==> src/source/core_pkg.sv <==
`default_nettype none

package core_pkg;

    localparam int DATA_W    = 32;
    localparam int ROB_DEPTH = 8;
    localparam int NUM_UNITS = 3;
    localparam int REG_W     = 5;                   // architectural register index
    localparam int TAG_W     = $clog2(ROB_DEPTH);
    localparam int UNIT_W    = $clog2(NUM_UNITS);   // round-robin pointer

    typedef logic [TAG_W-1:0] rob_tag_t;

    typedef enum logic [2:0] {
        op_lui,
        op_jal,
        op_add,
        op_xor,
        op_mul
    } op_kind_t;

    // operands arrive already read
    typedef struct packed {
        op_kind_t          kind;
        logic [DATA_W-1:0] pc;
        logic [REG_W-1:0]  rd;
        logic [DATA_W-1:0] imm;
        logic [DATA_W-1:0] src_a;
        logic [DATA_W-1:0] src_b;
    } issue_pkt_t;

    typedef struct packed {
        op_kind_t          kind;
        rob_tag_t          tag;
        logic [DATA_W-1:0] src_a;
        logic [DATA_W-1:0] src_b;
    } exec_req_t;

    typedef struct packed {
        rob_tag_t          tag;
        logic [DATA_W-1:0] value;
    } cdb_msg_t;

    typedef struct packed {
        logic [DATA_W-1:0] pc;
        logic [REG_W-1:0]  rd;
        logic [DATA_W-1:0] value;
        logic              redirect;   // jal only
        logic [DATA_W-1:0] target;
    } commit_t;

endpackage

`default_nettype wire

==> src/source/reorder_buffer.sv <==
`timescale 1ns/100ps
`default_nettype none

module reorder_buffer (
    input  logic                 clk_in,
    input  logic                 rst_in,
    input  logic                 issue_valid,
    input  core_pkg::issue_pkt_t issue,
    output core_pkg::rob_tag_t   alloc_tag,
    output logic                 rob_full,
    input  logic                 cdb_valid,
    input  core_pkg::cdb_msg_t   cdb,
    output logic                 commit_valid,
    output core_pkg::commit_t    commit
);
    import core_pkg::*;

    rob_tag_t         head;
    rob_tag_t         tail;
    logic [TAG_W:0]   count;         // needs one extra bit for the full case

    logic [ROB_DEPTH-1:0] busy;
    logic [ROB_DEPTH-1:0] ready;

    // entry payload
    logic [DATA_W-1:0] ent_pc     [ROB_DEPTH];
    logic [REG_W-1:0]  ent_rd     [ROB_DEPTH];
    logic [DATA_W-1:0] ent_value  [ROB_DEPTH];
    logic [DATA_W-1:0] ent_target [ROB_DEPTH];
    logic [ROB_DEPTH-1:0] ent_redirect;

    logic is_jal;
    logic value_known;               // lui and jal skip the units
    logic commit_fire;

    assign is_jal      = (issue.kind == op_jal);
    assign value_known = (issue.kind == op_lui) || is_jal;
    assign commit_fire = busy[head] && ready[head];

    assign alloc_tag = tail;         // dispatcher latches this on the issue edge
    assign rob_full  = (count == (TAG_W + 1)'(ROB_DEPTH));

    always_ff @(posedge clk_in) begin
        if (rst_in) begin
            head         <= '0;
            tail         <= '0;
            count        <= '0;
            busy         <= '0;
            ready        <= '0;
            commit_valid <= 1'b0;
        end else begin
            commit_valid <= commit_fire;

            if (issue_valid) begin
                busy[tail]  <= 1'b1;
                ready[tail] <= value_known;
                tail        <= tail + 1'b1;
            end

            // bus tag never matches the entry allocated this cycle
            if (cdb_valid) begin
                ready[cdb.tag] <= 1'b1;
            end

            if (commit_fire) begin
                busy[head]  <= 1'b0;
                ready[head] <= 1'b0;
                head        <= head + 1'b1;
            end

            count <= count + (TAG_W + 1)'(issue_valid) - (TAG_W + 1)'(commit_fire);
        end
    end

    always_ff @(posedge clk_in) begin
        if (issue_valid) begin
            ent_pc[tail]       <= issue.pc;
            ent_rd[tail]       <= issue.rd;
            ent_redirect[tail] <= is_jal;
            ent_target[tail]   <= is_jal ? issue.pc + issue.imm : '0;
            // computed kinds get overwritten from the bus
            ent_value[tail]    <= is_jal ? issue.pc + DATA_W'(4) : issue.imm;
        end

        if (cdb_valid) begin
            ent_value[cdb.tag] <= cdb.value;
        end

        if (commit_fire) begin
            commit.pc       <= ent_pc[head];
            commit.rd       <= ent_rd[head];
            commit.value    <= ent_value[head];
            commit.redirect <= ent_redirect[head];
            commit.target   <= ent_target[head];
        end
    end

endmodule

`default_nettype wire

==> src/source/dispatch_unit.sv <==
`timescale 1ns/100ps
`default_nettype none

module dispatch_unit (
    input  logic                              clk_in,
    input  logic                              rst_in,
    input  logic                              issue_valid,
    input  core_pkg::issue_pkt_t              issue,
    input  core_pkg::rob_tag_t                alloc_tag,
    input  logic                              rob_full,
    input  logic [core_pkg::NUM_UNITS-1:0]    unit_busy,
    output logic [core_pkg::NUM_UNITS-1:0]    start,
    output core_pkg::exec_req_t               req,
    output logic                              issue_ready
);
    import core_pkg::*;

    logic [NUM_UNITS-1:0] avail;
    logic [NUM_UNITS-1:0] pick;      // one-hot, lowest idle unit
    logic                 needs_unit;

    // a unit started this cycle only shows busy after the next edge
    assign avail = ~unit_busy & ~start;

    assign needs_unit = issue_valid && (issue.kind inside {op_add, op_xor, op_mul});

    always_comb begin
        pick = '0;
        for (int i = NUM_UNITS - 1; i >= 0; i--) begin
            if (avail[i]) begin
                pick    = '0;
                pick[i] = 1'b1;
            end
        end
    end

    assign issue_ready = !rob_full && (|avail);

    always_ff @(posedge clk_in) begin
        if (rst_in) begin
            start <= '0;
        end else begin
            start <= needs_unit ? pick : '0;   // one-cycle strobe
        end
    end

    // shared by all units, only the strobed one latches it
    always_ff @(posedge clk_in) begin
        if (needs_unit) begin
            req.kind  <= issue.kind;
            req.tag   <= alloc_tag;
            req.src_a <= issue.src_a;
            req.src_b <= issue.src_b;
        end
    end

endmodule

`default_nettype wire

==> src/source/exec_unit.sv <==
`timescale 1ns/100ps
`default_nettype none

module exec_unit (
    input  logic                clk_in,
    input  logic                rst_in,
    input  logic                start,
    input  core_pkg::exec_req_t req,
    input  logic                grant,
    output logic                busy,
    output logic                done,
    output core_pkg::cdb_msg_t  result
);
    import core_pkg::*;

    typedef enum logic [1:0] {
        st_idle,
        st_calc,     // shift-add loop
        st_hold      // waiting for the bus
    } state_t;

    state_t            state;
    logic [DATA_W-1:0] mcand;
    logic [DATA_W-1:0] mplier;
    logic [DATA_W-1:0] acc;
    logic [DATA_W-1:0] acc_next;
    logic              last_step;

    assign acc_next  = mplier[0] ? acc + mcand : acc;
    assign last_step = (mplier[DATA_W-1:1] == '0);   // no set bits left above bit 0
    assign busy      = (state != st_idle);

    always_ff @(posedge clk_in) begin
        if (rst_in) begin
            state <= st_idle;
            done  <= 1'b0;
        end else begin
            case (state)
                st_idle: begin
                    if (start) begin
                        if (req.kind == op_mul && req.src_b != '0) begin
                            state <= st_calc;
                        end else begin
                            state <= st_hold;
                            done  <= 1'b1;
                        end
                    end
                end
                st_calc: begin
                    if (last_step) begin
                        state <= st_hold;
                        done  <= 1'b1;
                    end
                end
                st_hold: begin
                    if (grant) begin
                        state <= st_idle;
                        done  <= 1'b0;
                    end
                end
                default: state <= st_idle;
            endcase
        end
    end

    always_ff @(posedge clk_in) begin
        case (state)
            st_idle: begin
                if (start) begin
                    result.tag <= req.tag;
                    mcand      <= req.src_a;
                    mplier     <= req.src_b;
                    acc        <= '0;
                    case (req.kind)
                        op_add:  result.value <= req.src_a + req.src_b;
                        op_xor:  result.value <= req.src_a ^ req.src_b;
                        default: result.value <= '0;   // mul by zero stays 0
                    endcase
                end
            end
            st_calc: begin
                acc    <= acc_next;
                mcand  <= mcand << 1;
                mplier <= mplier >> 1;
                if (last_step) begin
                    result.value <= acc_next;
                end
            end
            default: ;
        endcase
    end

endmodule

`default_nettype wire

==> src/source/cdb_arbiter.sv <==
`timescale 1ns/100ps
`default_nettype none

module cdb_arbiter (
    input  logic                           clk_in,
    input  logic                           rst_in,
    input  logic [core_pkg::NUM_UNITS-1:0] done,
    input  core_pkg::cdb_msg_t             result [core_pkg::NUM_UNITS],
    output logic [core_pkg::NUM_UNITS-1:0] grant,
    output logic                           cdb_valid,
    output core_pkg::cdb_msg_t             cdb
);
    import core_pkg::*;

    logic [UNIT_W-1:0] ptr;     // first unit to look at
    logic [UNIT_W-1:0] sel;
    logic              found;

    always_comb begin
        int cand;
        sel   = ptr;
        found = 1'b0;
        for (int i = 0; i < NUM_UNITS; i++) begin
            cand = (int'(ptr) + i) % NUM_UNITS;
            if (!found && done[cand]) begin
                found = 1'b1;
                sel   = UNIT_W'(cand);
            end
        end
    end

    always_comb begin
        grant = '0;
        if (found) begin
            grant[sel] = 1'b1;
        end
    end

    always_ff @(posedge clk_in) begin
        if (rst_in) begin
            ptr       <= '0;
            cdb_valid <= 1'b0;
        end else begin
            cdb_valid <= found;
            if (found) begin
                ptr <= (sel == UNIT_W'(NUM_UNITS - 1)) ? '0 : sel + 1'b1;
            end
        end
    end

    always_ff @(posedge clk_in) begin
        if (found) begin
            cdb <= result[sel];
        end
    end

endmodule

`default_nettype wire

==> src/source/ooo_backend.sv <==
`timescale 1ns/100ps
`default_nettype none

module ooo_backend (
    input  logic                 clk_in,
    input  logic                 rst_in,
    input  logic                 issue_valid,
    input  core_pkg::issue_pkt_t issue,
    output logic                 issue_ready,
    output logic                 commit_valid,
    output core_pkg::commit_t    commit
);
    import core_pkg::*;

    rob_tag_t             alloc_tag;
    logic                 rob_full;
    logic [NUM_UNITS-1:0] unit_busy;
    logic [NUM_UNITS-1:0] unit_start;
    exec_req_t            unit_req;
    logic [NUM_UNITS-1:0] unit_done;
    cdb_msg_t             unit_result [NUM_UNITS];
    logic [NUM_UNITS-1:0] unit_grant;
    logic                 cdb_valid;
    cdb_msg_t             cdb;

    dispatch_unit u_dispatch (
        .clk_in      (clk_in),
        .rst_in      (rst_in),
        .issue_valid (issue_valid),
        .issue       (issue),
        .alloc_tag   (alloc_tag),
        .rob_full    (rob_full),
        .unit_busy   (unit_busy),
        .start       (unit_start),
        .req         (unit_req),
        .issue_ready (issue_ready)
    );

    for (genvar gi = 0; gi < NUM_UNITS; gi++) begin : g_unit
        exec_unit u_exec (
            .clk_in (clk_in),
            .rst_in (rst_in),
            .start  (unit_start[gi]),
            .req    (unit_req),
            .grant  (unit_grant[gi]),
            .busy   (unit_busy[gi]),
            .done   (unit_done[gi]),
            .result (unit_result[gi])
        );
    end

    cdb_arbiter u_arbiter (
        .clk_in    (clk_in),
        .rst_in    (rst_in),
        .done      (unit_done),
        .result    (unit_result),
        .grant     (unit_grant),
        .cdb_valid (cdb_valid),
        .cdb       (cdb)
    );

    reorder_buffer u_rob (
        .clk_in       (clk_in),
        .rst_in       (rst_in),
        .issue_valid  (issue_valid),
        .issue        (issue),
        .alloc_tag    (alloc_tag),
        .rob_full     (rob_full),
        .cdb_valid    (cdb_valid),
        .cdb          (cdb),
        .commit_valid (commit_valid),
        .commit       (commit)
    );

endmodule

`default_nettype wire

==> config.mk <==
export PLATFORM = sky130hd
export DESIGN_NAME = ooo_backend
export DESIGN_NICKNAME = d
export VERILOG_FILES = /design/src/source/core_pkg.sv /design/src/source/reorder_buffer.sv /design/src/source/dispatch_unit.sv /design/src/source/exec_unit.sv /design/src/source/cdb_arbiter.sv /design/src/source/ooo_backend.sv
export SDC_FILE = /design/constraint.sdc
export NUM_CORES = 2
export LEC_CHECK = 0
export BUFFER_PORTS_ARGS = -buffer_cell sky130_fd_sc_hd__buf_4
export CORE_MARGIN = 2
export CORE_UTILIZATION = 60
export CTS_BUF_LIST = sky130_fd_sc_hd__clkbuf_2 sky130_fd_sc_hd__clkbuf_4 sky130_fd_sc_hd__clkbuf_8
export CTS_CLUSTER_SIZE = 14
export DETAILED_ROUTE_END_ITERATION = 12
export PLACE_DENSITY_LB_ADDON = 0.15
export SYNTH_ARGS = -nofsm -noshare
export SYNTH_HDL_FRONTEND = slang
export SYNTH_SLANG_ARGS = --single-unit
==> constraint.sdc <==
create_clock -name clk_in -period 12.9 [get_ports clk_in]
set_input_delay 2.58 -clock clk_in [delete_from_list [all_inputs] [get_ports clk_in]]
set_output_delay 2.58 -clock clk_in [all_outputs]
set_load 0.005 [all_outputs]
==> flow_metrics.env <==
export IMPL_status="complete, no violations"
export IMPL_hold_violations=0
export IMPL_tns_ps=0
export IMPL_antenna_found_initial=10
export IMPL_hold_start="u_rob.busy[7]"
export IMPL_cap_violations=0
export IMPL_power_leakage_nw=25.82
export IMPL_grt_pass1_wl_um=283700
export IMPL_final_util=0.6740
export IMPL_setup_viol=0
export IMPL_timing_final_crit_share=0.4409
export IMPL_cp_end_kind="register"
export IMPL_drt_iter0_drc=4663
export IMPL_multi_input_area_um2=24570
export IMPL_synth_top_area_frac=0.6150
export IMPL_synth_area_leaders="edfxtp_1, mux2_2, mux2i_1"
export IMPL_initial_utilization=0.6046
export IMPL_grt_remaining_overflow=0
export IMPL_dieArea_um2=118000
export IMPL_synth_edf_count=1416
export IMPL_fp_dieW_um=343.5
export IMPL_syn2layout_area_growth_pct=11.47
export IMPL_cts_clk_slew_worst_paths_ps=60
export IMPL_antenna_left=0
export IMPL_peakVddDrop_mv=0.1136
export IMPL_wl_per_cell_um=26.45
export IMPL_dr_pass1_iters=6
export IMPL_fin_crit_ps=5688
export IMPL_slew_headroom=0.1557
export IMPL_rows=124
export IMPL_avgViaCountPerCell=6.349
export IMPL_cts_resized=0
export IMPL_portBuffers=242
export IMPL_synth_cell_area_um2=69140
export IMPL_slew_viol_final=0
export IMPL_synthCells=5368
export IMPL_rr_startpoint="u_rob.head[1]"
export IMPL_cts_inserted_buffers=225
export IMPL_synth_seq_area_share=0.6272
export IMPL_core_area_um2=114300
export IMPL_gp_congestion=0.9479
export IMPL_ctsHtreeMaxLevel=4
export IMPL_hpwlAfterDp_um=126500
export IMPL_drt_wl_total_um=193300
export IMPL_num_vias=46400
export IMPL_syn_avg_cell_area_um2=12.88
export IMPL_worstSetupStartpoint="issue[101]"
export IMPL_synth_top_area_cell="edfxtp_1"
export IMPL_clkSinkCount=1458
export IMPL_synth_top_flop_cell="edfxtp_1"
export IMPL_clock_skew_ps=55.54
export IMPL_fin_nets=5920
export IMPL_pwr_density_cell_nw_per_um2=153.6
export IMPL_synth_fp_nets=5687
export IMPL_drive_gt1_frac=0.1866
export IMPL_cts_buffer_depth=3
export IMPL_tightest_slew_ps=1266
export IMPL_synth_async_reset_ratio=0
export IMPL_clock_root_buffer="clkbuf_8"
export IMPL_crit_path_start_kind="primary input"
export IMPL_drc_errors=0
export IMPL_hold_class="reg2reg"
export IMPL_rsz0062_at_grt="false"
export IMPL_crit_type="in2reg"
export IMPL_io_pins=243
export IMPL_synth_cell_type_count=91
export IMPL_cts_hold_buf=0
export IMPL_fmax_ghz=0.1758
export IMPL_worstSkewPairLatency_ps=930
export IMPL_cts_setup_buffers=0
export IMPL_seq_area_um2=43370
export IMPL_yosys_warnings=0
export IMPL_required_ps=13540
export IMPL_fillers=8186
export IMPL_worstPathArrival_ps=6330
export IMPL_ys_ff_latch=1458
export IMPL_die_h_um=343.5
export IMPL_grt_usage=0.3251
export IMPL_cts_tree="yes"
export IMPL_cp_max_fo=10
export IMPL_grt_pass1_vias=44920
export IMPL_grt_start_max_net_pins=133
==> cell usage in the layout (no fill, tap or decap), drive strengths merged, types with 90 or more instances in the layout <==
| cell type | Yosys | layout |
|---|---|---|
| edfxtp | 1416 | 1416 |
| o21bai | 90 | 90 |
| buf | 96 | 324 |
| o21ai | 493 | 493 |
| mux2i | 273 | 273 |
| clkbuf | 222 | 299 |
| nand2 | 436 | 436 |
| ha | 174 | 174 |
| a21oi | 310 | 310 |
| o22a | 100 | 100 |
| a22oi | 135 | 135 |
| nor2 | 384 | 384 |
| mux2 | 324 | 324 |
| clkinv | 4 | 95 |
==> routing by layer <==
layer | part of all wire | vias up | GRT usage | wire length [um]
met1 | 0.39 | 22710 | 0.4292 | 76060
met3 | 0.080 | 428 | 0.04940 | 15390
li1 | - | 20960 | - | -
met5 | 0.00034 | - | 0 | 66
met4 | 0.048 | 10 | 0.1521 | 9274
met2 | 0.48 | 2293 | 0.5339 | 92470
==> layout make-up <==
class,count,share of cell area
flip-flops and latches,1458,0.5628
multi-input cells,3518,0.3188
clock buffers,299,0.04780
repair buffers,324,0.03172
well taps,1512,0.02455
clock inverters,115,0.01050
inverters,74,0.003604
diodes,8,0.0002598
==> cell families (layout without fill, tap and decap cells) <==
logic type | Yosys count | count (layout) | synth area share
and+or+nand+nor | 1160 | 1160 | 0.07480
DFF | 1458 | 1458 | 0.6272
xor gates and xnor gates | 151 | 151 | 0.01913
AOI/OAI and AO/OA | 1423 | 1423 | 0.1291
buffers and inverters | 392 | 812 | 0.02211
adders and majority gates | 181 | 181 | 0.03337
muxes | 603 | 603 | 0.09430
other | 0 | 8 | 0
==> worst max-delay path: stages <==
cell and delay [ps]:
buf_4 160, ha_1 220, fa_1 410, a21oi_1 230, nor2_1 110, o311ai_1 810, nor2_1 170, o31a_1 330
o41ai_1 650, o41ai_1 150, xnor2_1 160, nor2_1 350
==> stage by stage <==
| stage | cell area, um^2 | hold slack [ps] | instances | power, mW | worst slack [ps] |
|---|---|---|---|---|---|
| finish | 77070 | 478.3 | 7308 | 11.83 | 7212 |
| detailed placement | 72550 | 457.3 | 6886 | 8.019 | 6464 |
| global route | 77060 | 506.7 | 7303 | 12.26 | 7049 |
| global placement | 72550 | 451.6 | 6886 | 7.972 | 6562 |
| floorplan | 69140 | 434.6 | 5368 | 7.203 | 3676 |
| CTS | 77050 | 480.1 | 7300 | 11.86 | 7408 |
==> synth_stat cells, types with 42 or more instances <==
cell type / number
dfxtp_1: 42
ha_1: 174
nand2_1: 435
nor2b_1: 42
xor2_1: 66
clkbuf_1: 221
nand3_1: 55
inv_1: 70
a21oi_1: 305
xnor2_1: 85
mux2i_1: 273
o21bai_1: 90
edfxtp_1: 1416
o22a_1: 100
a21o_1: 83
buf_1: 67
a22oi_1: 135
o21ai_0: 484
mux2_2: 323
nor2_1: 383
==> final timing paths <==
path | depth (start not counted) | end | slack, ps
setup / recovery | 12 | u_rob.ent_target[3][30] | 7210
hold / removal | 2 | u_rob.busy[7] | 480
setup reg to reg | 7 | u_rob.commit[42] | 8400
hold reg to reg | 2 | u_rob.busy[7] | 480
==> state kept, by name, indices dropped and copies added (netlist names) <==
signal and cells:
g_unit.u_exec.mcand 96, u_rob.ent_value 256, u_dispatch.req 70, u_arbiter.cdb_valid 1, g_unit.u_exec.done 3, u_rob.ent_rd 40, u_dispatch.start 3, u_rob.ent_redirect 8
g_unit.u_exec.mplier 96, u_rob.commit 102, u_arbiter.cdb 35, u_rob.count 4, u_rob.head 3, g_unit.u_exec.result 105, u_rob.commit_valid 1, u_rob.alloc_tag 3
g_unit.u_exec.acc 96, g_unit.u_exec.state 6, u_rob.busy 8, u_rob.ready 8, u_rob.ent_pc 256, u_arbiter.ptr 2, u_rob.ent_target 256
==> report_power, final <==
group	switching (mW)	internal (mW)	total (mW)
registers	0.293	5.64	5.93
clock network	1.84	2.04	3.88
logic	1.35	0.669	2.02
No activity file was read; power rests on OpenSTA's default activity.
